<file path="src/isa_pkg.sv">
// ISA package: instruction word layout, opcode enums, flags and register index types
package isa_pkg;

  localparam int DATA_W   = 32;  // Word width
  localparam int NUM_REGS = 16;

  typedef logic [3:0] reg_idx_t;

  typedef enum logic [1:0] {
    ALU_AND = 2'b00,
    ALU_OR  = 2'b01,
    ALU_SUB = 2'b10,
    ALU_ADD = 2'b11
  } alu_op_t;

  typedef enum logic [1:0] {
    AM_ROT_IMM   = 2'b00,  // imm8 rotated right by 2*rot4
    AM_REG       = 2'b01,  // Rm as is
    AM_ZEXT_IMM  = 2'b10,  // imm12 zero-extended
    AM_SHIFT_REG = 2'b11   // Rm shifted by imm5, kind in bits 6..5
  } addr_mode_t;

  typedef enum logic [1:0] {
    K_NOP   = 2'b00,
    K_ALU   = 2'b01,
    K_LOAD  = 2'b10,
    K_STORE = 2'b11
  } instr_kind_t;

  // Operand field: Rm [3:0], shift kind [6:5], shift amount [11:7]
  typedef struct packed {
    logic [4:0]  spare;    // Must be zero
    instr_kind_t kind;
    addr_mode_t  mode;
    alu_op_t     op;
    logic        s;        // Update flags
    reg_idx_t    rn;
    reg_idx_t    rd;
    logic [11:0] operand;
  } instr_t;

  typedef struct packed {
    logic n;
    logic z;
    logic c;
    logic v;
  } flags_t;

endpackage

</file>
<file path="src/operand_shifter.sv">
// Operand shifter: second operand from rotated or zero-extended immediate, or shifted Rm
`timescale 1ns/10ps

module operand_shifter import isa_pkg::*; (
  input  logic [DATA_W-1:0] rm_val,
  input  logic [11:0]       operand,
  input  addr_mode_t        mode,
  output logic [DATA_W-1:0] op_b
);

  logic [2*DATA_W-1:0] imm_pair;  // Doubled word makes a right shift a rotate
  logic [2*DATA_W-1:0] rm_pair;
  logic [2*DATA_W-1:0] imm_rot;
  logic [2*DATA_W-1:0] rm_rot;
  logic [4:0]          shamt;

  assign shamt    = operand[11:7];
  assign imm_pair = {2{{(DATA_W-8){1'b0}}, operand[7:0]}};
  assign rm_pair  = {rm_val, rm_val};
  assign imm_rot  = imm_pair >> {operand[11:8], 1'b0};  // Twice the rotate field
  assign rm_rot   = rm_pair >> shamt;

  always_comb begin
    case (mode)
      AM_ROT_IMM:  op_b = imm_rot[DATA_W-1:0];
      AM_REG:      op_b = rm_val;
      AM_ZEXT_IMM: op_b = {{(DATA_W-12){1'b0}}, operand};
      default: begin
        case (operand[6:5])
          2'b00:   op_b = rm_val << shamt;             // LSL
          2'b01:   op_b = rm_val >> shamt;             // LSR
          2'b10:   op_b = $signed(rm_val) >>> shamt;   // ASR
          default: op_b = rm_rot[DATA_W-1:0];          // ROR
        endcase
      end
    endcase
  end

endmodule

</file>
<file path="config.mk">
export PLATFORM = sky130hd
export DESIGN_NAME = operand_shifter
export DESIGN_NICKNAME = d
export VERILOG_FILES = /design/src/isa_pkg.sv /design/src/operand_shifter.sv
export SDC_FILE = /design/constraint.sdc
export NUM_CORES = 1
export LEC_CHECK = 0
export BUFFER_PORTS_ARGS = -buffer_cell sky130_fd_sc_hd__buf_2
export CORE_MARGIN = 5
export CORE_UTILIZATION = 30
export DETAILED_ROUTE_END_ITERATION = 16
export SYNTH_ARGS = -nofsm -noshare
export SYNTH_HDL_FRONTEND = slang
export SYNTH_SLANG_ARGS = --single-unit
export TNS_END_PERCENT = 1
</file>
<file path="constraint.sdc">
create_clock -name vclk -period 3.3
set_input_delay 0.66 -clock vclk [all_inputs]
set_output_delay 0.66 -clock vclk [all_outputs]
set_load 0.03 [all_outputs]
</file>
# == Word-level counts from Yosys, hierarchy flattened ==
# Index checks and enable logic that the tools add are counted.
# totals
mem_bits_ro,0
latch_bits,0
mem_count,0
in_bits,46
ramBits,0
register_bits,0
# op_classes
multipliers,0
shift,5
div,0
eq_ne,4
add_sub_neg,0
magnitude_cmp,0
n_reduce_logical,2
n_mux,2
bitwise,0
# op_table
operator,count
32-bit one-hot mux with 3 select lines,2
64-bit by 5-bit >> shifter with 32-bit output,1
40-bit by 5-bit >> shifter with 32-bit output,1
32-bit by 5-bit left shift with 32-bit output,1
32-bit by 5-bit >> shifter with 32-bit output,1
32-bit by 5-bit >>> shifter with 32-bit output,1
"2-bit by 1-bit equality test with 1-bit output, second input constant",2
"2-bit equality test, second input constant",2
2-bit zero test,2

# == Longest topological paths before layout ==
# logic_depth
word_depth,3
mapped_depth,11

# == Least setup slack after synthesis ==
# OpenSTA, ideal clock, no wires.
# synth_timing
path_kind,input to output
start,input port operand[7]
end,output port op_b[20]
cell_stages,10
setup_slack_ps,-316
path_buffers,5
t_required_ps,2640
t_arrival_ps,2956
path_cell_list,buf_6 > buf_6 > buf_4 > buf_4 > buf_2 > mux4_2 > or2_2 > o211ai_1 > a211oi_1 > o21ai_0
# synth_via
elab_chain_len,3
word_cells_on_any_way,6
# synth_rtl
item,line_no,text
start: declaration,operand_shifter.sv:6,"input logic [11:0] operand,"
"64-bit by 5-bit >> shifter with 32-bit output, or another cell as far along",operand_shifter.sv:21,assign rm_rot = rm_pair >> shamt;
32-bit one-hot mux with 3 select lines (*),operand_shifter.sv:29,case (operand[6:5])
32-bit one-hot mux with 3 select lines (*),operand_shifter.sv:24,case (mode)
end: declaration,operand_shifter.sv:8,output logic [DATA_W-1:0] op_b
# Mark *: on every way between the ends. The rest lies on a longest branch, timed or not.

# == Final worst setup path ==
# layout_timing
start,input port operand[7]
end,output port op_b[29]
# layout_via
elab_chain_len,3
word_cells_on_any_way,7
# layout_rtl
item,line_no
"64-bit by 5-bit >> shifter with 32-bit output, or another cell as far along",operand_shifter.sv:21
32-bit one-hot mux with 3 select lines,operand_shifter.sv:29
32-bit one-hot mux with 3 select lines (*),operand_shifter.sv:24
# Marked as above.

==> flow_summary_export.csv <==
group,metric,value,unit
route,drt_first_pass_iters,6,
worst_setup_path,cp_data_arrival_time,3.08,ns
worst_setup_path,crit_required,2.64,ns
worst_setup_path,sort_of_element_at_the_start_of_the_critical_path,"input pin",
timing,hold_violations,0,
timing,fin_crit_sh,113,%
route,drt.antenna.violating_nets,0,
worst_setup_path,cp_common_cell,"sky130_fd_sc_hd__buf_4",
synthesis,synth_seq_area_share,0,%
timing,report.final.setup_viol,32,
synthesis,synthesis.instances,843,
route,wl_cell,29.1,µm
route,routed_wirelength,41700,µm
timing,report.final.slew_viol_count,0,
synthesis,synth_top_cell_by_area,"sky130_fd_sc_hd__mux2i_1",
power,netSwitchingFraction,55.7,%
power,net-switching-power,1.03,mW
placement,port_buffers,78,
placement,gp_congestion,1.01,
worst_setup_path,worst_path_class_setup,"in2out",
finish,top_library_cells_by_usage_in_the_layout_fill_and_taps_aside,"sky130_fd_sc_hd__buf_4, sky130_fd_sc_hd__nand2_1, sky130_fd_sc_hd__mux2i_1",
synthesis,ys_top_cells_by_area,"sky130_fd_sc_hd__mux2i_1, sky130_fd_sc_hd__mux4_2, sky130_fd_sc_hd__mux2_2",
worst_setup_path,critical_path.slowest_cell,"sky130_fd_sc_hd__mux4_2",
route,vias_per_cell,6.35,
floorplan,design.die.area,22700,µm²
synthesis,synth_warnings,0,
power,vdd_drop_max,116,µV
floorplan,die-width,151,µm
grt,gr-usage-all-layers,35.5,%
timing,max_slew.worst_pin.slew,0.594,ns
power,share_clk_of_total_power,0,%
finish,layout.clock_buffers,0,
synthesis,synth_nets,889,
synthesis,netlist_area,5940,µm²
status,status,"finished, violations left",
worst_setup_path,slowest_delay,0.51,ns
route,drtIter0Drc,1180,
timing,holdWs,1.78,ns
hold_path,class_of_the_most_critical_hold_timing_path,"in2out",
grt,grt_antenna_before_repair,0,
finish,finish.cell_count_without_fillers,1430,
timing,post-route-worst-setup-slack,-0.436,ns
grt,via_count_of_the_first_global_routing_pass,8885,
run,drv.max_cap_violation_count,0,
placement,placedCellCount,1428,
synthesis,unique_masters_post_synth,66,
floorplan,coreArea,19500,µm²
route,drcViolationCount,0,
timing,fmax_achieved,268,MHz
power,share_seq_of_total_power,0,%
finish,fillers,1969,
route,vias,9078,
finish,seq_cell_count,0,
finish,area.growth.synth_to_final,61.4,%
floorplan,die_h,151,µm
placement,hpwlAfterDp,34600,µm
finish,mostFrequentLayoutCell,"sky130_fd_sc_hd__buf_4",
power,cell_internal_pwr,0.817,mW
placement,placement.setup.worst_slack,-0.585,ns
finish,ff_latch_area,0,µm²
finish,layout-drive-gt1-share,48.8,%
synthesis,syn_avg_cell_area,7.05,µm²
timing,max_slew_headroom,59.2,%
finish,multi_input_comb_area,5770,µm²
grt,grt_start_max_net_pins,34,
floorplan,start_util,30.5,%
power,power_density,192,nW/µm²
finish,antenna_cells_inserted,0,
grt,grt_overflow_total,0,
timing,timing.final.crit_period,3.74,ns
synthesis,synth_top_area_share,13.5,%
finish,nets,1213,
power,static_leakage,4.20,nW
floorplan,placementRows,51,
worst_setup_path,crit_path_cell_trace,"buf_12, mux4_2, a222oi_1, buf_4, nor2_1, a311o_1, a2111oi_4, o211ai_1, buf_4",
worst_setup_path,critPathCaptureType,"output port",
worst_setup_path,maximum_fanout_along_the_worst_path,6,
timing,rsz0062_at_grt,"yes",
power,comb_power_share,100.0,%
grt,grt_pass1_wl,59900,µm
status,failed_checks,"negative setup slack",
floorplan,io_pins,78,
==> cell families after synthesis <==
group                  after synthesis  synth area share [%]
muxes                              149                  33.3
and+or+nand+nor                    281                  21.9
AOI/OAI and AO/OA                  294                  36.1
buffers and inverters              119                  8.78
==> power groups by stage <==
stage	Clock [mW]	Sequential, mW	Combinational (mW)
global placement	0	0	1.68
floorplan	0	0	0.821
global route	0	0	1.90
finish	0	0	1.84
CTS	0	0	1.76
detailed placement	0	0	1.67
==> cells in the mapped netlist (7+ instances only) <==
library cell / count
sky130_fd_sc_hd__a211oi_1: 9
sky130_fd_sc_hd__a21oi_1: 37
sky130_fd_sc_hd__a221o_1: 12
sky130_fd_sc_hd__a221oi_1: 13
sky130_fd_sc_hd__a22oi_1: 27
sky130_fd_sc_hd__a31oi_1: 13
sky130_fd_sc_hd__a32oi_1: 11
sky130_fd_sc_hd__and2_1: 8
sky130_fd_sc_hd__and3_1: 9
sky130_fd_sc_hd__buf_2: 27
sky130_fd_sc_hd__clkbuf_1: 69
sky130_fd_sc_hd__inv_1: 7
sky130_fd_sc_hd__mux2_2: 33
sky130_fd_sc_hd__mux2i_1: 80
sky130_fd_sc_hd__mux4_2: 35
sky130_fd_sc_hd__nand2_1: 93
sky130_fd_sc_hd__nand2b_1: 18
sky130_fd_sc_hd__nand3_1: 27
sky130_fd_sc_hd__nor2_1: 70
sky130_fd_sc_hd__nor2b_1: 14
sky130_fd_sc_hd__nor3_1: 21
sky130_fd_sc_hd__o211ai_1: 14
sky130_fd_sc_hd__o21ai_0: 40
sky130_fd_sc_hd__o221ai_1: 14
sky130_fd_sc_hd__o22ai_1: 31
sky130_fd_sc_hd__o2bb2ai_1: 8
sky130_fd_sc_hd__o31ai_1: 7
==> final cells by class <==
cell class / count / area share [%]
multi-input cells: 724 / 60.2
repair buffers: 432 / 36.0
well taps: 265 / 3.46
inverters: 9 / 0.352
==> timing repair <==
| action | in CTS | in global routing |
|---|---|---|
| buffers inserted | 2 | 0 |
| endpoints found under the setup margin | 32 | 32 |
| gates resized for setup | 88 | 26 |
| pin swaps | 30 | 3 |
| hold buffers | 0 | 0 |
==> critical path, delay by kind of cell <==
kind | cells | cell delay, ns
compound gates | 4 | 1.33
simple gates | 1 | 0.04
buf+inv | 3 | 0.52
mux | 1 | 0.51
==> stage by stage <==
stage	TNS (ns)	instance area (µm²)	total power, mW	util (%)
after detailed placement	-9.35	9090	1.67	46.7
after global routing	-7.55	9590	1.90	49.3
after CTS	-4.63	9470	1.76	48.7
after floorplan	-1.23	5940	0.821	-
after global placement	-9.20	9090	1.68	46.7
final	-5.31	9590	1.84	49.3
==> final timing paths <==
| kind | start | cells past startpoint | slack (ns) | end |
|---|---|---|---|---|
| worst min-delay path | operand[1] | 4 | 1.78 | op_b[1] |
| worst max-delay path | operand[7] | 9 | -0.44 | op_b[29] |
==> layer usage <==
layer	global-route usage [%]	vias up	part of all wire [%]
met1	49.0	4329	41
li1	-	3982	-
met4	16.0	0	5.6
met2	54.7	633	43
met3	5.36	134	9.7
met5	0	-	0
No activity file was read; power rests on OpenSTA's default activity.
