==> config.mk <==
export PLATFORM = sky130hd
export DESIGN_NAME = hazard_unit
export DESIGN_NICKNAME = d
export VERILOG_FILES = /design/src/isa_pkg.sv /design/src/pipe_pkg.sv /design/src/hazard_unit.sv
export SDC_FILE = /design/constraint.sdc
export NUM_CORES = 1
export LEC_CHECK = 0
export BUFFER_PORTS_ARGS = -buffer_cell sky130_fd_sc_hd__buf_2
export CAP_MARGIN = 20
export CORE_AREA = 4 4 42 44
export DETAILED_ROUTE_END_ITERATION = 6
export DIE_AREA = 0 0 46 48
export GPL_TIMING_DRIVEN = 0
export PLACE_DENSITY = 0.77
export SYNTH_ARGS = -nofsm -noshare
export SYNTH_HDL_FRONTEND = slang
export SYNTH_SLANG_ARGS = --single-unit
==> constraint.sdc <==
create_clock -name vclk -period 1.5
set_clock_uncertainty 0.1 [all_clocks]
set_input_delay 0.3 -clock vclk [all_inputs]
set_output_delay 0.3 -clock vclk [all_outputs]
set_load 0.005 [all_outputs]
==> src/isa_pkg.sv <==
// ISA package: instruction word layout, opcode enums, flags and register index types
package isa_pkg;

  localparam int DATA_W   = 32;  // Word width
  localparam int NUM_REGS = 16;

  typedef logic [3:0] reg_idx_t;

  typedef enum logic [1:0] {
    ALU_AND = 2'b00,
    ALU_OR  = 2'b01,
    ALU_SUB = 2'b10,
    ALU_ADD = 2'b11
  } alu_op_t;

  typedef enum logic [1:0] {
    AM_ROT_IMM   = 2'b00,  // imm8 rotated right by 2*rot4
    AM_REG       = 2'b01,  // Rm as is
    AM_ZEXT_IMM  = 2'b10,  // imm12 zero-extended
    AM_SHIFT_REG = 2'b11   // Rm shifted by imm5, kind in bits 6..5
  } addr_mode_t;

  typedef enum logic [1:0] {
    K_NOP   = 2'b00,
    K_ALU   = 2'b01,
    K_LOAD  = 2'b10,
    K_STORE = 2'b11
  } instr_kind_t;

  // Operand field: Rm [3:0], shift kind [6:5], shift amount [11:7]
  typedef struct packed {
    logic [4:0]  spare;    // Must be zero
    instr_kind_t kind;
    addr_mode_t  mode;
    alu_op_t     op;
    logic        s;        // Update flags
    reg_idx_t    rn;
    reg_idx_t    rd;
    logic [11:0] operand;
  } instr_t;

  typedef struct packed {
    logic n;
    logic z;
    logic c;
    logic v;
  } flags_t;

endpackage

==> src/pipe_pkg.sv <==
// Pipeline package: stage payloads, forwarding select and write-back port types
package pipe_pkg;
  import isa_pkg::*;

  typedef struct packed {
    logic              valid;
    instr_kind_t       kind;
    alu_op_t           op;
    logic              s;
    reg_idx_t          rd;
    logic [DATA_W-1:0] op_a;     // Rn value
    logic [DATA_W-1:0] op_b;     // Shifter output
    logic [DATA_W-1:0] st_data;  // Rd value for stores
  } id_ex_t;

  typedef struct packed {
    logic              valid;
    instr_kind_t       kind;
    reg_idx_t          rd;
    logic [DATA_W-1:0] result;   // ALU result or memory address
    logic [DATA_W-1:0] st_data;
  } ex_mem_t;

  typedef struct packed {
    logic              wen;
    reg_idx_t          rd;
    logic [DATA_W-1:0] data;
  } mem_wb_t;

  // Source registers of the instruction in decode
  typedef struct packed {
    logic     a_used;
    reg_idx_t a;   // Rn
    logic     b_used;
    reg_idx_t b;   // Rm
    logic     c_used;
    reg_idx_t c;   // Rd of a store
  } src_use_t;

  typedef enum logic [1:0] {
    FWD_RF  = 2'b00,
    FWD_EX  = 2'b01,
    FWD_MEM = 2'b10,
    FWD_WB  = 2'b11
  } fwd_sel_t;

  typedef struct packed {
    logic              valid;
    reg_idx_t          rd;
    logic [DATA_W-1:0] data;
  } wb_t;

endpackage

==> src/hazard_unit.sv <==
// Hazard unit: per-operand forwarding select and load-use stall detection
`timescale 1ns/10ps

module hazard_unit import isa_pkg::*, pipe_pkg::*; (
  input  src_use_t src,
  input  reg_idx_t ex_rd,
  input  reg_idx_t mem_rd,
  input  reg_idx_t wb_rd,
  input  logic     ex_wen,
  input  logic     mem_wen,
  input  logic     wb_wen,
  input  logic     ex_load,
  output fwd_sel_t fwd_a,
  output fwd_sel_t fwd_b,
  output fwd_sel_t fwd_c,
  output logic     stall
);

  // Newest writer wins
  function automatic fwd_sel_t pick_src(logic used, reg_idx_t idx);
    fwd_sel_t sel;
    sel = FWD_RF;
    if (used) begin
      if (ex_wen && idx == ex_rd) begin
        sel = FWD_EX;
      end else if (mem_wen && idx == mem_rd) begin
        sel = FWD_MEM;
      end else if (wb_wen && idx == wb_rd) begin
        sel = FWD_WB;
      end
    end
    return sel;
  endfunction

  always_comb begin
    fwd_a = pick_src(src.a_used, src.a);
    fwd_b = pick_src(src.b_used, src.b);
    fwd_c = pick_src(src.c_used, src.c);
    // Load data is not ready until MEM, so wait one cycle
    stall = ex_load && ((src.a_used && src.a == ex_rd) ||
                        (src.b_used && src.b == ex_rd) ||
                        (src.c_used && src.c == ex_rd));
  end

endmodule

Yosys cells after proc, flatten, opt, wreduce, memory -nomap -nowiden
Cells that the tools add are included.
{"block": "op_classes", "reduce_logical": 15, "n_div": 0, "add_sub_neg": 0, "magnitude_cmp": 0, "mux": 12, "bitwise_logic": 0, "n_eq_ne": 9, "n_shift": 0, "multipliers": 0}
{"cell": "$eq 4x4->1", "n": 9}
{"cell": "$mux 2", "n": 12}
{"cell": "$logic_and 1x1->1", "n": 13}
{"cell": "$logic_or 1x1->1", "n": 2}
{"block": "totals", "in_bits": 31, "ramBits": 0, "latchBits": 0, "wordCells": 36, "romBits": 0, "reg_bits": 0, "memories": 0, "out_inout_bits": 7}

Longest topological paths before layout
{"block": "logic_depth", "ltp_word": 6, "ltp_mapped": 4, "mapped_depth_nobuf": 4}

Worst setup path before layout
OpenSTA, ideal clock, no wires.
{"block": "synth_path", "path_type": "input-to-output", "start": "input port src[11] in the netlist's numbering", "end": "output port stall", "path_buffers": 0, "setup_slack_ps": 32, "arrival_time_ps": 1068, "cell_stages": 4, "path_cell_list": "xor2_1 -> nor4_2 -> a222oi_1 -> nor2b_1"}
{"block": "synth_via", "elab_chain_cells": 5}
{"item": "from (decl)", "line_no": "hazard_unit.sv:5", "rtl": "input src_use_t src,"}
{"item": "$eq 4x4->1", "line_no": "hazard_unit.sv:40", "rtl": "stall = ex_load && ((src.a_used && src.a == ex_rd) ||"}
{"item": "$logic_and 1x1->1", "line_no": "hazard_unit.sv:40"}
{"item": "$logic_or 1x1->1", "line_no": "hazard_unit.sv:40"}
{"item": "$logic_or 1x1->1", "line_no": "hazard_unit.sv:41", "rtl": "(src.b_used && src.b == ex_rd) ||"}
{"item": "$logic_and 1x1->1", "line_no": "hazard_unit.sv:40"}
{"item": "to (decl)", "line_no": "hazard_unit.sv:16", "rtl": "output logic stall"}
Every way passes these cells.

Worst setup path after layout
{"block": "layout_path", "start": "input port ex_rd[3]", "end": "output port stall"}
{"block": "layout_via", "elab_chain_cells": 5}
{"item": "from (decl)", "line_no": "hazard_unit.sv:6", "rtl": "input reg_idx_t ex_rd,"}
{"item": "$eq 4x4->1, on equally long branches", "line_no": "hazard_unit.sv:40, hazard_unit.sv:41"}
{"item": "$logic_and 1x1->1, on equally long branches", "line_no": "hazard_unit.sv:40, hazard_unit.sv:41"}
{"item": "$logic_or 1x1->1", "line_no": "hazard_unit.sv:40"}
{"item": "$logic_or 1x1->1 (*)", "line_no": "hazard_unit.sv:41"}
{"item": "$logic_and 1x1->1 (*)", "line_no": "hazard_unit.sv:40"}
Mark *: on every way between the ends. The rest lies on a longest branch, timed or not.

==> impl_metrics.env <==
export IMPL_drt_iter0_drc=11
export IMPL_grt_pass1_vias=697
export IMPL_cp_end_kind="output port"
export IMPL_status="complete, but fails checks"
export IMPL_post_route_period_util=1.154
export IMPL_fin_crit_ns=1.730
export IMPL_dr_wl_met2_mm=1.190
export IMPL_rsz0062_at_grt="true"
export IMPL_fin_util=0.7395
export IMPL_viasPerCell=5.638
export IMPL_hpwl_mm=1.556
export IMPL_hold_viol=0
export IMPL_fin_nets=155
export IMPL_ys_warnings_count=0
export IMPL_drt_first_pass_iters=4
export IMPL_pre_cts_slack_ns=-0.3133
export IMPL_start_util=0.4155
export IMPL_worst_path_most_repeated_cell="buf_4"
export IMPL_p_leak_nw=0.4811
export IMPL_worstPathCellList="buf_4 > xor2_2 > nor4_2 > buf_4 > a222oi_1 > nor2b_1 > buf_2"
export IMPL_synth_top_area_share=0.3082
export IMPL_fp_row_count=14
export IMPL_slew_headroom=0.7866
export IMPL_drive_above_1_share=0.4836
export IMPL_area_growth_pct=77.99
export IMPL_coreArea_sq_um=1436
export IMPL_total_power_uw=305.9
export IMPL_diodes=0
export IMPL_fillCellCount=105
export IMPL_gp_congestion=0.8682
export IMPL_holdCritStartpoint="ex_load"
export IMPL_start_kind="primary input"
export IMPL_vias=778
export IMPL_grt_ovfl_total=0
export IMPL_violations="setup timing"
export IMPL_synthTopCellsByArea="xor2_1 31%, nand2b_1 13%, xnor2_1 8.8%"
export IMPL_cpMaxStageDelayCell="a222oi_1"
export IMPL_syn_nets=113
export IMPL_clkbuf_count=0
export IMPL_yosysSeqAreaShare=0
export IMPL_wirelength_mm=2.190
export IMPL_cp_arrival_ns=1.33
export IMPL_flops_and_latches=0
export IMPL_syn_area_per_cell_sq_um=7.278
export IMPL_whs_ns=0.7912
export IMPL_timing_fmax_mhz=577.9
export IMPL_synth_area_leader_cell="xor2_1"
export IMPL_setup_ws_ns=-0.2303
export IMPL_required_ns=1.10
export IMPL_crit_type="in -> out"
export IMPL_die_h_um=48
export IMPL_yosysUniqueCellTypes=16
export IMPL_wire_per_inst_um=15.87
export IMPL_wl_met3_um=178
export IMPL_crit_fanout=3
export IMPL_synth_area_sq_um=596.8
export IMPL_cts_hold_buf=0
export IMPL_grt_total_usage=0.1911
export IMPL_p_per_area_nw_per_um2=288.0
export IMPL_hp_class="in -> out"
export IMPL_tightestPinTransition_ns=0.3201
export IMPL_io_pins=38
export IMPL_holdPathEnd="stall"
export IMPL_grt_max_degree=7
export IMPL_topRoutingLayerUsed="met4"
export IMPL_wl_met1_um=778
export IMPL_antenna_found_initial=0
export IMPL_finalMaxSlewViolations=0
export IMPL_setup_violations_final=7
export IMPL_grt_pass1_wl_mm=3.105
export IMPL_die_width_um=46
export IMPL_drtAntennaViolNets=0
export IMPL_slowest_delay_ns=0.32
export IMPL_post_route_drc_count=0
export IMPL_regArea_sq_um=0
export IMPL_synth_cells=82
export IMPL_portBuffers=38
export IMPL_min_path_cells=3
export IMPL_cap_violations=0
export IMPL_ir_drop_mv=0.1879
export IMPL_dieArea_sq_um=2208
how the worst max path moves through the flow:
stage / from / depth (start not counted) / endpoint / slack (ns)
3_3_place_gp: src[11] / 6 / stall / -0.32
5_1_grt: ex_rd[1] / 7 / stall / -0.29
2_1_floorplan: src[11] / 4 / stall / 0.03
6_report: ex_rd[3] / 7 / stall / -0.23
3_5_place_dp: src[11] / 6 / stall / -0.31
4_1_cts: src[11] / 7 / stall / -0.22
critical path, delay by kind of cell:
family / cells / cell delay [ns]
xor gates and xnor gates: 1 / 0.16
and+or+nand+nor: 2 / 0.13
buffers and inverters: 3 / 0.41
AOI/OAI and AO/OA: 1 / 0.32
logic make-up after synthesis:
family	Yosys count	synth area share
XOR/XNOR	27	0.3962
AND/OR/NAND/NOR	40	0.4298
buffers and inverters	5	0.03145
AO/OA/AOI/OAI	10	0.1426
metal layers:
layer / global-route usage / up-vias
met5: 0 / -
met4: 0.03977 / 0
met3: 0.003759 / 4
met2: 0.3544 / 39
met1: 0.2451 / 358
li1: - / 377
layout by cell type, fill, tap and decap left out:
cell type  netlist  layout
xor2_1          21      14
nor4_2           1       1
buf_8            0       1
nand3_2          0       1
o22ai_1          3       3
nor4_4           2       5
buf_2            0      27
buf_6            0       6
buf_12           0       2
nand4_1          3       3
buf_4            0       4
xor2_4           0       2
xnor2_2          0       1
nor3_1           3       3
o41ai_2          0       3
inv_1            5       5
a222oi_1         1       1
nand3_1          9       8
xor2_2           0       5
xnor2_1          6       5
nor2b_1          1       1
nand2_2          0       1
nand2_1          6       5
o211a_1          3       3
nand2b_1        12      12
cells in the mapped netlist, types with 3 or more instances:
master and instances:
o211a_1 3, inv_1 5, o22ai_1 3, o41ai_1 3, nand2b_1 12, nand2_1 6, xnor2_1 6, nor4_1 3
xor2_1 21, nand3_1 9, nand4_1 3, nor3_1 3
final cells by class:
cell class	count	area (sq um)	area share
multi-input cells	77	735.7	0.6926
repair buffers	40	287.8	0.2709
well taps	16	20.02	0.01885
inverters	5	18.77	0.01767
power by group:
part / leakage (nW) / switching, mW / internal [mW]
registers: 0 / 0 / 0
clock network: 0 / 0 / 0
logic: 0.481 / 0.163 / 0.143
total: 0.481 / 0.163 / 0.143
metrics by stage:
step | cell area [sq um] | instances | TNS, ns
floorplan | 596.8 | 82 | 0
global placement | 807.0 | 136 | -1.684
detailed placement | 807.0 | 136 | -1.710
CTS | 967.2 | 137 | -1.410
global route | 1062 | 138 | -1.761
finish | 1062 | 138 | -1.280
repair_timing:
item / in CTS / in global routing
setup buffers: 1 / 1
endpoints found under the setup margin: 7 / 7
gates resized for setup: 27 / 20
endpoints found under the hold margin: 0 / 0
pin swaps: 11 / 10
Note: power is estimated with default switching activity, not from simulation.
