`config.mk`:
```
export PLATFORM = sky130hd
export DESIGN_NAME = register_file
export DESIGN_NICKNAME = d
export VERILOG_FILES = /design/src/isa_pkg.sv /design/src/pipe_pkg.sv /design/src/register_file.sv
export SDC_FILE = /design/constraint.sdc
export NUM_CORES = 1
export LEC_CHECK = 0
export BUFFER_PORTS_ARGS = -buffer_cell sky130_fd_sc_hd__buf_2
export CAP_MARGIN = 20
export CORE_ASPECT_RATIO = 0.5
export CORE_MARGIN = 10
export CORE_UTILIZATION = 40
export DETAILED_ROUTE_END_ITERATION = 16
export GPL_TIMING_DRIVEN = 0
export REMOVE_ABC_BUFFERS = 1
export SLEW_MARGIN = 0
export SYNTH_ARGS = -nofsm -noshare
export SYNTH_HDL_FRONTEND = slang
export SYNTH_SLANG_ARGS = --single-unit
```
`constraint.sdc`:
```
create_clock -name clk -period 17.1 [get_ports clk]
set_input_delay 1.71 -clock clk [delete_from_list [all_inputs] [get_ports clk]]
set_output_delay 1.71 -clock clk [all_outputs]
set_load 0.005 [all_outputs]
```
`src/isa_pkg.sv`:
```
// ISA package: instruction word layout, opcode enums, flags and register index types
package isa_pkg;

  localparam int DATA_W   = 32;  // Word width
  localparam int NUM_REGS = 16;

  typedef logic [3:0] reg_idx_t;

  typedef enum logic [1:0] {
    ALU_AND = 2'b00,
    ALU_OR  = 2'b01,
    ALU_SUB = 2'b10,
    ALU_ADD = 2'b11
  } alu_op_t;

  typedef enum logic [1:0] {
    AM_ROT_IMM   = 2'b00,  // imm8 rotated right by 2*rot4
    AM_REG       = 2'b01,  // Rm as is
    AM_ZEXT_IMM  = 2'b10,  // imm12 zero-extended
    AM_SHIFT_REG = 2'b11   // Rm shifted by imm5, kind in bits 6..5
  } addr_mode_t;

  typedef enum logic [1:0] {
    K_NOP   = 2'b00,
    K_ALU   = 2'b01,
    K_LOAD  = 2'b10,
    K_STORE = 2'b11
  } instr_kind_t;

  // Operand field: Rm [3:0], shift kind [6:5], shift amount [11:7]
  typedef struct packed {
    logic [4:0]  spare;    // Must be zero
    instr_kind_t kind;
    addr_mode_t  mode;
    alu_op_t     op;
    logic        s;        // Update flags
    reg_idx_t    rn;
    reg_idx_t    rd;
    logic [11:0] operand;
  } instr_t;

  typedef struct packed {
    logic n;
    logic z;
    logic c;
    logic v;
  } flags_t;

endpackage

```
`src/pipe_pkg.sv`:
```
// Pipeline package: stage payloads, forwarding select and write-back port types
package pipe_pkg;
  import isa_pkg::*;

  typedef struct packed {
    logic              valid;
    instr_kind_t       kind;
    alu_op_t           op;
    logic              s;
    reg_idx_t          rd;
    logic [DATA_W-1:0] op_a;     // Rn value
    logic [DATA_W-1:0] op_b;     // Shifter output
    logic [DATA_W-1:0] st_data;  // Rd value for stores
  } id_ex_t;

  typedef struct packed {
    logic              valid;
    instr_kind_t       kind;
    reg_idx_t          rd;
    logic [DATA_W-1:0] result;   // ALU result or memory address
    logic [DATA_W-1:0] st_data;
  } ex_mem_t;

  typedef struct packed {
    logic              wen;
    reg_idx_t          rd;
    logic [DATA_W-1:0] data;
  } mem_wb_t;

  // Source registers of the instruction in decode
  typedef struct packed {
    logic     a_used;
    reg_idx_t a;   // Rn
    logic     b_used;
    reg_idx_t b;   // Rm
    logic     c_used;
    reg_idx_t c;   // Rd of a store
  } src_use_t;

  typedef enum logic [1:0] {
    FWD_RF  = 2'b00,
    FWD_EX  = 2'b01,
    FWD_MEM = 2'b10,
    FWD_WB  = 2'b11
  } fwd_sel_t;

  typedef struct packed {
    logic              valid;
    reg_idx_t          rd;
    logic [DATA_W-1:0] data;
  } wb_t;

endpackage

```
`src/register_file.sv`:
```
// Register file: sixteen 32-bit registers, three combinational read ports, one write port
`timescale 1ns/10ps

module register_file import isa_pkg::*, pipe_pkg::*; (
  input  logic              clk,
  input  logic              reset,
  input  reg_idx_t          ra,
  input  reg_idx_t          rb,
  input  reg_idx_t          rc,
  input  mem_wb_t           wr,
  output logic [DATA_W-1:0] pa,
  output logic [DATA_W-1:0] pb,
  output logic [DATA_W-1:0] pc_data
);

  logic [DATA_W-1:0]   regs [NUM_REGS];
  logic [NUM_REGS-1:0] wr_sel;  // One-hot write decode

  assign wr_sel = wr.wen ? (NUM_REGS'(1) << wr.rd) : '0;

  always_ff @(posedge clk or posedge reset) begin
    if (reset) begin
      for (int i = 0; i < NUM_REGS; i++) begin
        regs[i] <= '0;
      end
    end else begin
      for (int i = 0; i < NUM_REGS; i++) begin
        if (wr_sel[i]) begin
          regs[i] <= wr.data;
        end
      end
    end
  end

  // Reads return the value from before a same-cycle write
  assign pa      = regs[ra];
  assign pb      = regs[rb];
  assign pc_data = regs[rc];

endmodule

```
Word level (Yosys, flattened, before mapping)
Index checks and enable logic that the tools add are counted.
{"block": "op_classes", "magnitude_cmp": 3, "mux": 10, "bitwise_logic": 3, "n_shift": 1}
{"operator": "$bmux W32 S4", "n": 3}
{"operator": "$mux W32", "n": 6}
{"operator": "$mux W16", "n": 1}
{"operator": "$shl A1 B4 Y16 const A", "n": 1}
{"operator": "$ge A5 B5 Y1 const B", "n": 3}
{"operator": "$not A4 Y5", "n": 3}
{"block": "word_totals", "out_inout_bits": 96, "reg_bits": 512, "input_bits": 51, "wordCells": 33}

Logic depth before layout (Yosys ltp)
Gate-level depths: netlist (run 1).
{"block": "depth", "word_depth": 4, "depth_mapped": 5, "ltp_nobuf": 3}

Worst setup path after synthesis (run 1)
Ideal clock, no wire load.
{"block": "synth_path", "path_type": "input-to-output", "from": "in ra[0]", "to": "out pa[12]", "arrival_time_ns": 2.939, "cell_stages": 5, "n_path_buf": 2, "required_ns": 15.390, "setup_slack_ns": 12.451, "cell_sequence": "buf_4 > buf_2 > mux4_2 > a22oi_1 > nand2_1"}
{"block": "synth_via", "elab_chain_cells": 4}
{"item": "start, declared", "line_no": "register_file.sv:7", "text": "input reg_idx_t ra,"}
{"item": "$not A4 Y5 (implied by the code)", "line_no": "register_file.sv:36", "text": "assign pa = regs[ra];"}
{"item": "$bmux W32 S4", "line_no": "register_file.sv:36"}
{"item": "$mux W32 (implied by the code) (2 in a row)", "line_no": "register_file.sv:36"}
{"item": "end, declared", "line_no": "register_file.sv:11", "text": "output logic [DATA_W-1:0] pa,"}
No other way between the ends. The select of a mux whose other input is x is not followed.

Final worst setup path (run 1)
{"block": "layout_path", "from": "in rb[0]", "to": "out pb[6]"}
{"block": "layout_via", "elab_chain_cells": 4}
{"item": "start, declared", "line_no": "register_file.sv:8", "text": "input reg_idx_t rb,"}
{"item": "$not A4 Y5 (implied by the code)", "line_no": "register_file.sv:37", "text": "assign pb = regs[rb];"}
{"item": "$bmux W32 S4", "line_no": "register_file.sv:37"}
{"item": "$mux W32 (implied by the code) (2 in a row)", "line_no": "register_file.sv:37"}
{"item": "end, declared", "line_no": "register_file.sv:12", "text": "output logic [DATA_W-1:0] pb,"}
No other way between the ends. The select of a mux whose other input is x is not followed.

==> results of run 1 <==
layout make-up:
| class | count | area (um2) |
|---|---|---|
| Multi-Input combinational cell | 1220 | 16600 |
| Inverter | 1 | 11.3 |
| Antenna cell | 1 | 2.50 |
| Sequential cell | 512 | 12800 |
| Tap cell | 1022 | 1280 |
| Clock inverter | 17 | 220 |
| Timing Repair Buffer | 188 | 1790 |
| Fill cell | 6603 | 40700 |
| Clock buffer | 75 | 1550 |
cells by family after synthesis:
| group | Yosys count | synth area share (%) |
|---|---|---|
| multiplexers | 896 | 47.8 |
| AO/OA/AOI/OAI | 192 | 4.78 |
| buffers and inverters | 215 | 3.13 |
| flip-flops | 512 | 42.5 |
| AND/OR/NAND/NOR | 132 | 1.85 |
synthesized netlist by cell type:
cell and instances:
nand3b_1 3, a22oi_1 192, nor2b_1 6, buf_2 92, dfrtp_1 512, clkbuf_1 102
nor2_1 13, buf_4 6, nand2_1 98, mux2_1 24, and2_1 3, nand3_1 1
nor3b_2 1, mux2_2 488, buf_1 14, nand2b_1 6, and3_1 1, inv_1 1
mux4_2 384
through the flow:
step / hold WS, ns / instances
after floorplan: 0.487 / 1733
after global placement: 0.499 / 2901
after detailed placement: 0.514 / 2943
after CTS: 0.528 / 3035
after global routing: 0.554 / 3036
final: 0.531 / 3036
layer usage:
| metal | track usage, % | routed length (um) | vias to the layer above |
|---|---|---|---|
| met4 | 8.23 | 3620 | 4 |
| li1 | - | - | 7915 |
| met3 | 3.55 | 6120 | 226 |
| met2 | 34.2 | 44700 | 756 |
| met5 | 0 | 27 | - |
| met1 | 26.6 | 36800 | 10500 |
layout by cell type (no fill, tap or decap), types with 8 or more instances in the layout:
cell type and instances:
a22oi_1 192, buf_16 21, clkbuf_1 8, nand2_1 97, clkinv_2 8, dfrtp_1 512, nor2_4 12, clkbuf_8 14
mux2_1 24, clkbuf_16 53, mux2_2 488, mux4_2 384, buf_2 140, buf_12 21
worst max-delay path by stage:
stage / end / slack, ns / depth (start not counted)
floorplan: regs[0] / 1.09 / 1
global placement: regs[221] / -4.80 / 2
detailed placement: pb[10] / 11.23 / 7
CTS: pb[10] / 11.22 / 7
global route: pb[6] / 11.10 / 7
finish: pb[6] / 11.29 / 7
critical path: cells and delay by family:
kind | cells | cell delay (ns)
muxes | 1 | 0.57
buffers and inverters | 4 | 1.29
AOI/OAI and AO/OA | 1 | 0.26
and+or+nand+nor | 1 | 0.14
report_power, final:
group / internal (W) / total (W) / switching [W] / leakage [nW]
Sequential: 0.00150 / 0.00175 / 0.000253 / 6.28
Combinational: 0.000682 / 0.00108 / 0.000395 / 6.73
Clock: 0.000701 / 0.00121 / 0.000507 / 0.866
==> results_dict.tcl, run 1 <==
set metrics [dict create \
    outcome "finished, final reports clean" \
    rows 71 \
    cap_violations 0 \
    required_ns 15.39 \
    ys.warnings.count 0 \
    vias_per_cell 6.38 \
    ioPinCount 147 \
    slew_violations 0 \
    grt_pass1_wl_um 137000 \
    synth_cell_types 19 \
    crit_chain "buf_8 > buf_16 > buf_16 > mux4_2 > a22oi_1 > nand2_1 > buf_2" \
    ant_nets 0 \
    wl_um 91300 \
    ctsHtreeMaxLevel 2 \
    cp_max_fo 45 \
    grt.total_usage_pct 20.5 \
    cp_common_cell "buf_16" \
    rrSetupSlack_ns 16.25 \
    final_nets 2027 \
    path_class "in2out" \
    postCtsHoldBufs 0 \
    reg_top3 "regs x512" \
    synth_area_per_cell_um2 15.5 \
    cts_made_buffers 53 \
    fin_crit_ns 5.81 \
    hold_path.class "reg2reg" \
    hold_violations 0 \
    finalSetupTns_ns 0 \
    drive_gt1_share_pct 58.3 \
    clk-insertion-delay-late_ns 0.61 \
    cts_resized 0 \
    synth-seq-area-share_pct 42.5 \
    slew_headroom_pct 31.6 \
    first_pass_iters 5 \
    fin_crit_sh_pct 34.0 \
    crit_path_start "rb[0]" \
    hold_path_end "regs[290]" \
    max_stage_delay_ns 0.57 \
    worst_slack_ns 11.29 \
    core_region_area_mm2 0.0750 \
    worstHoldStart "regs[290]" \
    holdPathStages 1 \
    die_h_um 214 \
    gp_congestion 0.742 \
    fmax_mhz 172 \
    dpl.hpwl_um 52800 \
    synthTopCellsByArea "dfrtp_1 (42%), mux4_2 (29%), mux2_2 (18%), a22oi_1 (4.8%), buf_2 (1.5%)" \
    dp_slack_ns 11.23 \
    tritoncts "done" \
    clkTransAtPathRegs_ns 0.06 \
    slowest_stage "mux4_2" \
    route.vias.total 19400 \
    fp.dieW_um 408 \
    largest_reg_flops 512 \
    cts_root_buf "clkbuf_16" \
    area_delta_synth_final_pct 13.5 \
    reg2reg_from "regs[314]" \
    worst_pin_slew_ns 1.02 \
    wire_per_inst_um 30.1 \
    synth-seq-cells 512 \
    setup_viol 0 \
    cts.sinks 512 \
    synth_area_mm2 0.0302 \
    fin_worst_skew_ns 0 \
    initial_core_util_pct 40.2 \
    grt_max_degree 129 \
    drc_errors 0 \
    rsz0062_at_grt "no" \
    drtIter0Drc 1506 \
    r2r_end "regs[314]" \
    synth_top_area_share_pct 42.5 \
    finish.utilization_pct 45.7 \
    gr-total-overflow 0 \
    portBuffers 146 \
    start_kind "input port" \
    yosysTopAreaCell "dfrtp_1" \
    worstRegToRegCells 1 \
    dpl-instance-area_mm2 0.0325 \
    antenna_found_initial 3 \
    ir_worst_vdd_uv 67.0 \
    final_cell_area_mm2 0.0343 \
    clock_path_buffers 3 \
    design.die.area_mm2 0.0875 \
    grt_pass1_vias 20700 \
    power_w 0.00403 \
    cts_setup_buffers 0 \
    regMostFlops "regs" \
    end_kind "output port" \
    postSynthCellCount 1947 \
    worst_ep_arrival_time_ns 4.10 \
    p_leak_nw 13.9 \
    cellPowerDensity_mw_per_mm2 118 \
]
(Power assumes the default switching activity.)
==> run 2, diff against run 1 <==
==> constraint.sdc (replaced) <==
create_clock -name clk -period 5.7 [get_ports clk]
set_input_delay 0.57 -clock clk [delete_from_list [all_inputs] [get_ports clk]]
set_output_delay 0.57 -clock clk [all_outputs]
set_load 0.005 [all_outputs]
==> results_dict.tcl, run 2 (same netlist as run 1, synthesis figures left out) <==
set metrics [dict create \
    clkTransAtPathRegs_ns 0.06 \
    route.vias.total 19400 \
    fin_crit_ns 3.52 \
    antenna_found_initial 3 \
    hold_violations 0 \
    holdWs_ns 0.417 \
    worst_ep_arrival_time_ns 2.95 \
    fin_worst_skew_ns 0 \
    clk-insertion-delay-late_ns 0.61 \
    wl_um 91300 \
    dp.cells 2943 \
    die_h_um 214 \
    nFillCells 6602 \
    final_nets 2028 \
    slew_violations 0 \
    tritoncts "done" \
    rows 71 \
    drtIter0Drc 1554 \
    slew_headroom_pct 31.4 \
    reg2reg_from "regs[250]" \
    reg_top3 "regs x512" \
    design.die.area_mm2 0.0875 \
    ctsHtreeMaxLevel 2 \
    grt.total_usage_pct 20.6 \
    fp.dieW_um 408 \
    cp_max_fo 45 \
    gr-total-overflow 0 \
    cts_made_buffers 53 \
    final_cell_mix "dfrtp_1 (512), mux2_2 (488), mux4_2 (384)" \
    ant_nets 0 \
    regMostFlops "regs" \
    worst_pin_slew_ns 1.03 \
    start_kind "input port" \
    gp_congestion 0.742 \
    ir_worst_vdd_uv 202 \
    required_ns 5.13 \
    dp_slack_ns 2.11 \
    layout_commonest_cell "dfrtp_1" \
    cellPowerDensity_mw_per_mm2 353 \
    hold_path.class "in2reg" \
    ioPinCount 147 \
    first_pass_iters 5 \
    path_class "in2out" \
    portBuffers 146 \
    cts.sinks 512 \
    grt_pass1_wl_um 137000 \
    worst_slack_ns 2.18 \
    initial_core_util_pct 40.2 \
    fin_crit_sh_pct 61.8 \
    clock_path_buffers 3 \
    end_kind "output port" \
    rsz0062_at_grt "no" \
    vias_per_cell 6.38 \
    holdPathStages 2 \
    largest_reg_flops 512 \
    setup_viol 0 \
    p_leak_nw 13.9 \
    fmax_mhz 284 \
    cts_root_buf "clkbuf_16" \
    layout.cells.non_filler 3037 \
    core_region_area_mm2 0.0750 \
    wire_per_inst_um 30.1 \
    worstRegToRegCells 1 \
    outcome "finished, final reports clean" \
    grt_max_degree 129 \
    cap_violations 0 \
    area_delta_synth_final_pct 13.6 \
    worstHoldStart "wr[8]" \
    drive_gt1_share_pct 58.2 \
    grt_pass1_vias 20700 \
    crit_path_start "rb[0]" \
    dpl.hpwl_um 52800 \
    drc_errors 0 \
    finish.utilization_pct 45.7 \
]
## run 2: cell types whose count changed in the layout (fill, tap and decap cells not counted), sizes merged
cell         change
dlygate4sd3      +1
## run 2: layout make-up
type                    instances  area [um2]  area share, %
flip-flops and latches        512       12800           37.4
clock buffers                  75        1550           4.52
inverters                       1        11.3         0.0329
clock inverters                17         220          0.643
multi-input cells            1220       16600           48.4
repair buffers                189        1800           5.25
diodes                          1        2.50        0.00730
well taps                    1022        1280           3.73
## run 2: metal layers
metal / GRT usage (%) / vias to the layer above / wire length, um
met5: 0 / - / 27
met4: 8.23 / 4 / 3670
met3: 3.55 / 230 / 6130
met2: 34.2 / 758 / 44600
met1: 26.7 / 10500 / 36900
li1: - / 7905 / -
## run 2: worst paths after layout
check	end	slack (ns)
min in group asynchronous	regs[418]	0.45
min reg2reg	regs[288]	0.53
max	pb[6]	2.18
min	regs[424]	0.42
max in group asynchronous	regs[326]	3.25
max reg2reg	regs[250]	4.86
## run 2: power by group
group / total (W) / leakage, nW / switching, W / internal [W]
registers: 0.00525 / 6.28 / 0.000758 / 0.00449
clock network: 0.00362 / 0.866 / 0.00151 / 0.00210
logic: 0.00323 / 6.74 / 0.00119 / 0.00205
## run 2: repair_timing
item / in CTS / in global routing
gates resized for setup: 0 / 0
hold buffers: 1 / 0
endpoints found under the hold margin: 15 / 0
setup buffers: 0 / 0
## run 2: through the flow
step	power (W)	setup TNS, ns	instance area, um2
after global placement	0.00842	-7708.65	31200
after floorplan	0.00741	-4694.96	29200
after CTS	0.0122	0	34300
after global routing	0.0127	0	34300
final	0.0121	0	34300
after detailed placement	0.00853	0	32500
## run 2: worst max-delay path, cell delays in order
cell,delay [ns]
buf_8,0.40
buf_16,0.36
buf_16,0.36
mux4_2,0.57
a22oi_1,0.25
nand2_1,0.14
buf_2,0.16
