==> src/isa_pkg.sv <==
// ISA package: instruction word layout, opcode enums, flags and register index types
package isa_pkg;

  localparam int DATA_W   = 32;  // Word width
  localparam int NUM_REGS = 16;

  typedef logic [3:0] reg_idx_t;

  typedef enum logic [1:0] {
    ALU_AND = 2'b00,
    ALU_OR  = 2'b01,
    ALU_SUB = 2'b10,
    ALU_ADD = 2'b11
  } alu_op_t;

  typedef enum logic [1:0] {
    AM_ROT_IMM   = 2'b00,  // imm8 rotated right by 2*rot4
    AM_REG       = 2'b01,  // Rm as is
    AM_ZEXT_IMM  = 2'b10,  // imm12 zero-extended
    AM_SHIFT_REG = 2'b11   // Rm shifted by imm5, kind in bits 6..5
  } addr_mode_t;

  typedef enum logic [1:0] {
    K_NOP   = 2'b00,
    K_ALU   = 2'b01,
    K_LOAD  = 2'b10,
    K_STORE = 2'b11
  } instr_kind_t;

  // Operand field: Rm [3:0], shift kind [6:5], shift amount [11:7]
  typedef struct packed {
    logic [4:0]  spare;    // Must be zero
    instr_kind_t kind;
    addr_mode_t  mode;
    alu_op_t     op;
    logic        s;        // Update flags
    reg_idx_t    rn;
    reg_idx_t    rd;
    logic [11:0] operand;
  } instr_t;

  typedef struct packed {
    logic n;
    logic z;
    logic c;
    logic v;
  } flags_t;

endpackage

==> src/instr_queue.sv <==
// Instruction queue: circular FIFO fed by a credit channel, one credit back per issued entry
`timescale 1ns/10ps

module instr_queue import isa_pkg::*; #(
  parameter int QUEUE_DEPTH = 4
) (
  input  logic   clk,
  input  logic   reset,
  input  logic   push,
  input  instr_t push_data,
  input  logic   pop,
  output instr_t head,
  output logic   not_empty,
  output logic   credit_return
);

  localparam int PTR_W = (QUEUE_DEPTH > 1) ? $clog2(QUEUE_DEPTH) : 1;
  localparam int CNT_W = $clog2(QUEUE_DEPTH + 1);

  instr_t           buffer [QUEUE_DEPTH];
  logic [PTR_W-1:0] wr_ptr;
  logic [PTR_W-1:0] rd_ptr;
  logic [CNT_W-1:0] count;
  logic             do_pop;

  function automatic logic [PTR_W-1:0] next_ptr(logic [PTR_W-1:0] p);
    if (p == PTR_W'(QUEUE_DEPTH - 1)) begin
      return '0;  // Depth need not be a power of two
    end
    return p + 1'b1;
  endfunction

  assign not_empty     = (count != '0);
  assign do_pop        = pop && not_empty;
  assign head          = buffer[rd_ptr];
  assign credit_return = do_pop;  // Credit leaves with the entry

  always_ff @(posedge clk) begin
    if (push) begin
      buffer[wr_ptr] <= push_data;
    end
  end

  always_ff @(posedge clk or posedge reset) begin
    if (reset) begin
      wr_ptr <= '0;
      rd_ptr <= '0;
      count  <= '0;
    end else begin
      if (push) begin
        wr_ptr <= next_ptr(wr_ptr);
      end
      if (do_pop) begin
        rd_ptr <= next_ptr(rd_ptr);
      end
      case ({push, do_pop})
        2'b10:   count <= count + 1'b1;
        2'b01:   count <= count - 1'b1;
        default: count <= count;  // Both or neither
      endcase
    end
  end

endmodule

==> config.mk <==
export PLATFORM = sky130hd
export DESIGN_NAME = instr_queue
export DESIGN_NICKNAME = d
export VERILOG_FILES = /design/src/isa_pkg.sv /design/src/instr_queue.sv
export SDC_FILE = /design/constraint.sdc
export NUM_CORES = 1
export LEC_CHECK = 0
export BUFFER_PORTS_ARGS = -buffer_cell sky130_fd_sc_hd__clkbuf_2
export CORE_ASPECT_RATIO = 1.75
export CORE_MARGIN = 2
export CORE_UTILIZATION = 40
export CTS_CLUSTER_DIAMETER = 30
export CTS_CLUSTER_SIZE = 28
export DETAILED_ROUTE_END_ITERATION = 16
export SLEW_MARGIN = 20
export SYNTH_ARGS = -nofsm -noshare
export SYNTH_HDL_FRONTEND = slang
export SYNTH_SLANG_ARGS = --single-unit
==> constraint.sdc <==
create_clock -name clk -period 4.4 [get_ports clk]
set_input_delay 0 -clock clk [delete_from_list [all_inputs] [get_ports clk]]
set_output_delay 0 -clock clk [all_outputs]
set_load 0.05 [all_outputs]
# Word level (Yosys, flattened, before mapping)
# Memory sizes are Yosys's and may differ from the RTL's.
# Cells that the tools add are included.
dict set report classes {
  n_eq_ne 4
  mux 11
  n_lt_le_gt_ge 0
  bitwise 0
  addsub 4
  div_mod_pow 0
  shift 0
  mul 0
  n_reduce_logical 3
}
# op n
set op_table {}
lappend op_table {{2-bit two-way mux} 4}
lappend op_table {{2-bit == test, second input constant} 3}
lappend op_table {{1-bit two-way mux} 6}
lappend op_table {{3-bit case mux with 2 select lines} 1}
lappend op_table {{2-bit by 1-bit adder with 2-bit output, second input constant} 2}
lappend op_table {{3-bit by 1-bit adder with 3-bit output, second input constant} 1}
lappend op_table {{3-bit nonzero test} 1}
lappend op_table {{3-bit by 1-bit subtractor with 3-bit output, second input constant} 1}
lappend op_table {{2-bit by 1-bit == test with 1-bit output, second input constant} 1}
lappend op_table {{2-bit nonzero test} 1}
lappend op_table {{1-bit logical AND} 1}
dict set report word_totals {
  output_inout_bits 34
  reg_bits 7
  elab_cells 26
  memories 1
  latch_bits 0
  inputBits 36
  ram_bits 128
  mem_bits_ro 0
}
# name depth width read_ports rd_ports_with_merged_regs write_ports line
set memory_table {}
lappend memory_table {buffer 4 32 1 0 1 instr_queue.sv:20} ;# instr_t buffer [QUEUE_DEPTH];

# Depth between registers and ports, before layout
# Gate-level depths: netlist of run 1.
dict set report depth {
  word_depth 4
  mapped_depth 9
  mapped_depth_nobuf 9
}

# Worst setup path before layout of run 1
# Ideal clock, no wire load.
dict set report synth_path {
  path_type {reg2reg}
  from {reg count[0]}
  to {reg count[2]}
  setup_time_ns 0.125
  arrival_ns 2.037
  required_time_ns 4.275
  setup_slack_ns 2.238
  stages_incl_launch_ff 10
  period_less_slack_ns 2.162
  n_path_buf 0
  cell_sequence {dfrtp_1 > or3_4 > nand2_2 > inv_1 > ha_1 > inv_1 > fa_1 > xor2_1 > nor2_1 > xor2_1}
}
dict set report synth_via {
  elab_chain_cells 4
  elab_cells_between_ends 8
  classes_between {add/sub: 2; eq/ne: 2; mux: 1; reduce/logical: 3}
}
# element line
set synth_lines {}
lappend synth_lines {{start, declared} instr_queue.sv:23} ;# logic [CNT_W-1:0] count;
lappend synth_lines {{start signal, assigned} instr_queue.sv:57} ;# 2'b10: count <= count + 1'b1;
lappend synth_lines {{start signal, assigned} instr_queue.sv:58} ;# 2'b01: count <= count - 1'b1;
lappend synth_lines {{start signal, assigned} instr_queue.sv:59} ;# default: count <= count;
lappend synth_lines {{3-bit nonzero test (*)} instr_queue.sv:33} ;# assign not_empty = (count != '0);
lappend synth_lines {{net not_empty} instr_queue.sv:13} ;# output logic not_empty,
lappend synth_lines {{1-bit logical AND (*)} instr_queue.sv:34} ;# assign do_pop = pop && not_empty;
lappend synth_lines {{net credit_return} instr_queue.sv:14} ;# output logic credit_return
lappend synth_lines {{2-bit by 1-bit == test with 1-bit output / 2-bit == test (equally long branches)} instr_queue.sv:56} ;# case ({push, do_pop})
lappend synth_lines {{3-bit case mux with 2 select lines / 2-bit nonzero test (equally long branches)} n/a}
# The timed path passes the listed nets; every way through them passes the cells marked *.
# A chain may end at the register's enable or synchronous reset.

==> flow_summary.yaml, run 1 <==
logic_synthesis:
  syn_nets: 251
  synth.distinct_cells: 22
  synthesis.instances: 208
  synth.yosys.seq_area_share_pct: 78.8
  synth_top_area_share_pct: 75.4
  post_synth_instance_area_mm2: 0.00510
  yosys-top-cells-area: "sky130_fd_sc_hd__edfxtp_1 (75%), sky130_fd_sc_hd__mux4_2 (12%), sky130_fd_sc_hd__dfrtp_1 (3.4%), sky130_fd_sc_hd__mux4_1 (2.1%), sky130_fd_sc_hd__ha_1 (1.5%)"
  synthesis.area_per_instance_um2: 24.5
  synthDominantAreaCellType: "sky130_fd_sc_hd__edfxtp_1"
  ys_seq_elements: 135
  ys_warn_count: 0
timing:
  max-slew-margin-rel_pct: 40.1
  period_utilization_pct: 55.0
  finalHoldViolCount: 0
  final.setup.worst_slack_ns: 1.98
  fin_tns_setup_ns: 0
  setup-violations-final: 0
  timing.final.max_slew_violations: 0
  period_minus_slack_ns: 2.42
  finalClockSkew_ns: 0.00575
  tightest_slew_ns: 0.899
  fmax_mhz: 413
  unrepaired_setup_endpoints_after_global_routing: "false"
grt:
  track_usage_pct: 14.1
  grt_start_max_net_pins: 35
  antenna_found_initial: 0
  grt_pass1_wl_um: 13800
  number_of_global_route_vias_before_repair: 2675
  overflow_left_after_global_routing: 0
die:
  placement_rows: 54
  die_width_um: 89.3
  initial_standard_cell_utilization_of_the_core_pct: 41.0
  design.core.area_mm2: 0.0124
  dieHeight_um: 153
  num_io_pins: 70
  die_area_mm2: 0.0137
flow_run:
  maxCapViolCount: 0
worst_setup_path:
  crit_type: "reg -> out"
  critPathRequiredTime_ns: 4.40
  worstPathArrival_ns: 2.42
  rr_startpoint: "count[0]"
  reg2reg_setup_slack_ns: 2.51
  worst_setup_path_endpoint: "head[0]"
  critical_path.endpoint_type: "output port"
  r2r-end: "count[2]"
  cp_launch_point: "rd_ptr[0]"
  critPathMaxFanout: 18
  timing.critical_path.from_type: "flip-flop"
  worst_r2r_path_depth: 9
finish:
  final_net_count: 367
  fill_cell_total_of_the_finished_layout: 1036
  layoutNonFillerInstCount: 505
  final_area_mm2: 0.00656
  num_antenna_cells: 0
  drive_above_1_share_pct: 41.5
  area_delta_synth_final_pct: 28.6
clock_network:
  cts_hold_buffers: 35
  clock_insertion_delay_worst_skew_ns: 0.41
  clkTransAtPathRegs_ns: 0.05
  clock_tree_from_tritoncts: "yes"
  cts_max_path_buffers: 2
  clock_sinks: 135
  clock_tree.root_cell: "sky130_fd_sc_hd__clkbuf_16"
  postCtsResizedCells: 0
  cts_setup_buffers: 0
  h_tree_levels: 4
  num_cts_buffers: 17
run_status:
  status: "completed"
drt:
  drt_drc_violations_left: 0
  wire_length_per_cell_um: 17.4
  number_of_routed_nets_with_antenna_violations: 0
  routed_wirelength_um: 8770
  via_density_per_instance: 4.74
  first_iter_violations: 146
  dr.pass1.iters: 4
  routed-via-count: 2392
power:
  vdd_ir_drop_max_mv: 0.311
  leakage_uw: 0.00236
  powerDensity_mw_per_mm2: 744
placement:
  gpl.final_weighted_congestion: 0.690
  pre_cts_ws_ns: 2.30
  area_after_dpl_mm2: 0.00558
  placement.io_buffers: 69
  place.detailed.hpwl_um: 5450
  placedCellCount: 438
worst_hold_path:
  hold_path_class: "in -> async"
[sequential cells by signal (all words and copies together), names as in the netlist]
signal	cells
rd_ptr	2
wr_ptr	2
count	3
buffer	128
[per-stage QoR]
step / utilization, % / hold slack (ns) / power [uW]
6_report: 52.7 / 0.0832 / 4880
5_1_grt: 52.7 / 0.0894 / 5090
4_1_cts: 52.7 / 0.0825 / 4950
3_5_place_dp: 44.9 / -0.0622 / 3460
3_3_place_gp: 44.9 / -0.0743 / 3420
2_1_floorplan: - / -0.197 / 3140
[cell usage after synthesis]
| cell | count |
|---|---|
| sky130_fd_sc_hd__mux4_1 | 4 |
| sky130_fd_sc_hd__xor2_1 | 2 |
| sky130_fd_sc_hd__edfxtp_1 | 128 |
| sky130_fd_sc_hd__mux2i_1 | 1 |
| sky130_fd_sc_hd__clkbuf_1 | 1 |
| sky130_fd_sc_hd__nand2_1 | 1 |
| sky130_fd_sc_hd__buf_2 | 3 |
| sky130_fd_sc_hd__and2_1 | 4 |
| sky130_fd_sc_hd__buf_12 | 3 |
| sky130_fd_sc_hd__dfrtp_1 | 7 |
| sky130_fd_sc_hd__or3_1 | 1 |
| sky130_fd_sc_hd__nor2_1 | 2 |
| sky130_fd_sc_hd__ha_1 | 6 |
| sky130_fd_sc_hd__fa_1 | 1 |
| sky130_fd_sc_hd__buf_6 | 1 |
| sky130_fd_sc_hd__o21ai_0 | 2 |
| sky130_fd_sc_hd__mux4_2 | 28 |
| sky130_fd_sc_hd__inv_1 | 8 |
| sky130_fd_sc_hd__or3_4 | 1 |
| sky130_fd_sc_hd__mux2_2 | 2 |
| sky130_fd_sc_hd__xnor2_1 | 1 |
| sky130_fd_sc_hd__nand2_2 | 1 |
[cell type report]
class	instances	area [um^2]	share of cell area [%]
multi-input cells	57	965	14.7
clock inverters	15	203	3.09
clock buffers	17	425	6.49
repair buffers	105	703	10.7
flip-flops and latches	135	4020	61.3
inverters	8	30.0	0.458
well taps	168	210	3.21
[report_power, final]
part | total (uW) | switching, uW | internal (uW)
registers | 1820 | 165 | 1660
logic | 1590 | 1070 | 515
clock network | 1470 | 517 | 950
total | 4880 | 1750 | 3120
[worst max-delay path, cell delays in order, from the launching register on]
cell and delay [ns]:
sky130_fd_sc_hd__dfrtp_2 0.72, sky130_fd_sc_hd__buf_4 0.44, sky130_fd_sc_hd__mux4_1 0.60, sky130_fd_sc_hd__clkbuf_2 0.25
[layer usage]
metal | wire length (um) | GRT usage (%)
met5 | 0 | 0
met4 | 216 | 7.11
met3 | 293 | 3.40
met2 | 4850 | 24.0
met1 | 3400 | 16.0
[how the worst min path moves through the flow]
stage,startpoint,to,slack (ns),cells past startpoint
detailed placement,reset,wr_ptr[1],-0.06,2
global placement,reset,wr_ptr[1],-0.07,2
CTS,reset,wr_ptr[1],0.08,3
floorplan,reset,count[0],-0.20,1
finish,reset,count[0],0.08,3
global route,reset,wr_ptr[1],0.09,3
[placed cells by master (no fill, tap or decap), drive strengths merged]
| cell | instances |
|---|---|
| clkinvlp | 2 |
| ha | 6 |
| clkbuf | 86 |
| o21ai | 2 |
| mux4 | 32 |
| bufinv | 4 |
| dfrtp | 7 |
| and2 | 4 |
| xor2 | 2 |
| edfxtp | 128 |
| or3 | 2 |
| nor2 | 2 |
| fa | 1 |
| mux2 | 2 |
| nand2 | 2 |
| xnor2 | 1 |
| clkinv | 7 |
| buf | 1 |
| mux2i | 1 |
| inv | 10 |
| dlygate4sd3 | 35 |
[cells by family after synthesis]
kind of cell / synth area share [%]
AO/OA/AOI/OAI: 0.196
XOR/XNOR: 0.515
adder cells (fa/ha/maj): 1.87
buffers and inverters: 2.36
flip-flops: 78.8
multiplexers: 15.1
AND/OR/NAND/NOR: 1.18
Note: power is estimated with default switching activity, not from simulation.
==> run 2: changes to the inputs <==
clock period = 2.2 ns   (was 4.4 ns; I/O delays follow)
==> run 2 against run 1 <==
  * Clock power up 88%
  * Final cell count increased by 2.0%
  * Core utilization up 0.49 points
  * Critical path depth stayed put
  * Setup slack worse by 1.8 ns
  * Clock skew about the same
  * First-iteration DRC count grew 6.8%
  * Sequential share of layout area decreased by 0.53 points
  * Global-route usage rose by 0.92 points
  * Power rose by 99%
  * Flip-flop and latch count did not move
  * Combinational power increased by 110%
  * Critical endpoint is now head[24]
  * Highest routed layer unchanged
==> flow_summary.yaml, run 2 (synthesized netlist as in run 1, its figures left out) <==
grt:
  overflow_left_after_global_routing: 0
  track_usage_pct: 15.0
  number_of_global_route_vias_before_repair: 2728
  grt_start_max_net_pins: 22
  grt_pass1_wl_um: 14700
  antenna_found_initial: 0
placement:
  place.detailed.hpwl_um: 5720
  placement.io_buffers: 69
  placedCellCount: 448
  gpl.final_weighted_congestion: 0.712
clock_network:
  cts_max_path_buffers: 2
  num_cts_buffers: 17
  clock_insertion_delay_worst_skew_ns: 0.41
  clkTransAtPathRegs_ns: 0.05
  clock_tree.root_cell: "sky130_fd_sc_hd__clkbuf_16"
  clock_tree_from_tritoncts: "yes"
  h_tree_levels: 4
  cts_setup_buffers: 0
  clock_sinks: 135
timing:
  period_utilization_pct: 93.9
  setup-violations-final: 0
  max-slew-margin-rel_pct: 74.7
  unrepaired_setup_endpoints_after_global_routing: "false"
  timing.final.max_slew_violations: 0
  fin_tns_setup_ns: 0
  fmax_mhz: 484
  hold_ws_ns: 0.0774
  period_minus_slack_ns: 2.07
  tightest_slew_ns: 0.380
  finalHoldViolCount: 0
  finalClockSkew_ns: 0.00572
worst_setup_path:
  critPathMaxFanout: 11
  timing.critical_path.from_type: "flip-flop"
  reg2reg_setup_slack_ns: 0.33
  critPathRequiredTime_ns: 2.20
  worst_r2r_path_depth: 9
  critical_path.endpoint_type: "output port"
  r2r-end: "count[2]"
  slowest_delay_ns: 0.56
  largest_delay_share_family_worst_path: "flip-flops"
  worstPathArrival_ns: 2.07
  timing.critical_path.slowest_stage_cell: "sky130_fd_sc_hd__dfrtp_4"
  rr_startpoint: "count[0]"
  buffers_inverters_on_critical_path: 2
  cp_cell_sequence: "buf_4 > mux4_2 > clkbuf_2"
  crit_type: "reg -> out"
run_status:
  status: "completed"
drt:
  via_density_per_instance: 4.77
  first_iter_violations: 156
  routed-via-count: 2458
  number_of_routed_nets_with_antenna_violations: 0
  routed_wirelength_um: 9170
  wire_length_per_cell_um: 17.8
  drt_drc_violations_left: 0
  dr.pass1.iters: 4
finish:
  final_cell_mix: "sky130_fd_sc_hd__edfxtp_1 (128), sky130_fd_sc_hd__clkbuf_2 (69), sky130_fd_sc_hd__dlygate4sd3_1 (35)"
  drive_above_1_share_pct: 42.4
  biggestRegsByFlops: "buffer x128, count x3"
  layout.cells.most_common: "sky130_fd_sc_hd__edfxtp_1"
  num_antenna_cells: 0
  max_flop_register: "buffer"
  area_delta_synth_final_pct: 29.8
  largest_register_ff_count: 128
  layoutNonFillerInstCount: 515
  final_net_count: 377
die:
  die_area_mm2: 0.0137
  design.core.area_mm2: 0.0124
  dieHeight_um: 153
  initial_standard_cell_utilization_of_the_core_pct: 41.0
  num_io_pins: 70
  die_width_um: 89.3
  placement_rows: 54
worst_hold_path:
  hold_path_class: "in -> async"
power:
  leakage_uw: 0.00240
  powerDensity_mw_per_mm2: 1470
  vdd_ir_drop_max_mv: 0.725
flow_run:
  maxCapViolCount: 0
run 2: cell count changes in the layout (fill, tap and decap cells not counted), sizes merged:
cell / previous run / this run
buf: 1 / 11
bufinv: 4 / 3
clkinv: 7 / 9
clkinvlp: 2 / 3
inv: 10 / 8
run 2: layer usage:
layer,vias to the layer above,part of all wire [%],track usage [%]
met5,-,0,0
met4,0,2.0,6.68
met3,14,4.2,4.32
met2,57,56,25.8
met1,1267,38,16.8
li1,1120,-,-
run 2: worst max path at each step:
stage / depth (start not counted) / end / startpoint / slack (ns)
2_1_floorplan: 9 / count[2] / count[0] / 0.04
3_3_place_gp: 9 / count[2] / count[0] / 0.37
3_5_place_dp: 9 / count[2] / count[0] / 0.33
4_1_cts: 3 / head[24] / rd_ptr[0] / 0.01
5_1_grt: 3 / head[24] / rd_ptr[0] / 0.04
6_report: 3 / head[24] / rd_ptr[0] / 0.13
run 2: repair_timing:
item                                    CTS  global route
endpoints found under the setup margin    0             7
gates resized for setup                   0             1
endpoints found under the hold margin   139             0
hold buffers                             35             0
run 2: worst register-to-register path: stages, from the launching register on:
cell	delay, ns
sky130_fd_sc_hd__dfrtp_1	0.40
sky130_fd_sc_hd__or3_4	0.40
sky130_fd_sc_hd__nand2_2	0.10
sky130_fd_sc_hd__inv_1	0.06
sky130_fd_sc_hd__ha_1	0.20
sky130_fd_sc_hd__inv_1	0.07
sky130_fd_sc_hd__fa_1	0.17
sky130_fd_sc_hd__xor2_1	0.14
sky130_fd_sc_hd__nor2_1	0.06
sky130_fd_sc_hd__xor2_1	0.14
run 2: final cells by class:
cell class              instances  area [um^2]
well taps                     168          210
clock buffers                  17          425
inverters                       8         30.0
multi-input cells              57          965
fillers                      1035         5810
clock inverters                15          161
flip-flops and latches        135         4020
repair buffers                115          803
run 2: power by group:
group	switching, uW	internal (uW)
sequential	222	3320
clock	1010	1760
combinational	2280	1130
run 2: through the flow:
| step | instance area, um^2 | total power, uW | setup WS [ns] | utilization [%] |
|---|---|---|---|---|
| 2_1_floorplan | 5100 | 6290 | 0.0381 | - |
| 3_3_place_gp | 5680 | 6980 | 0.368 | 45.7 |
| 3_5_place_dp | 5680 | 7020 | 0.333 | 45.7 |
| 4_1_cts | 6620 | 9860 | 0.0141 | 53.2 |
| 5_1_grt | 6620 | 10200 | 0.0399 | 53.2 |
| 6_report | 6620 | 9720 | 0.133 | 53.2 |
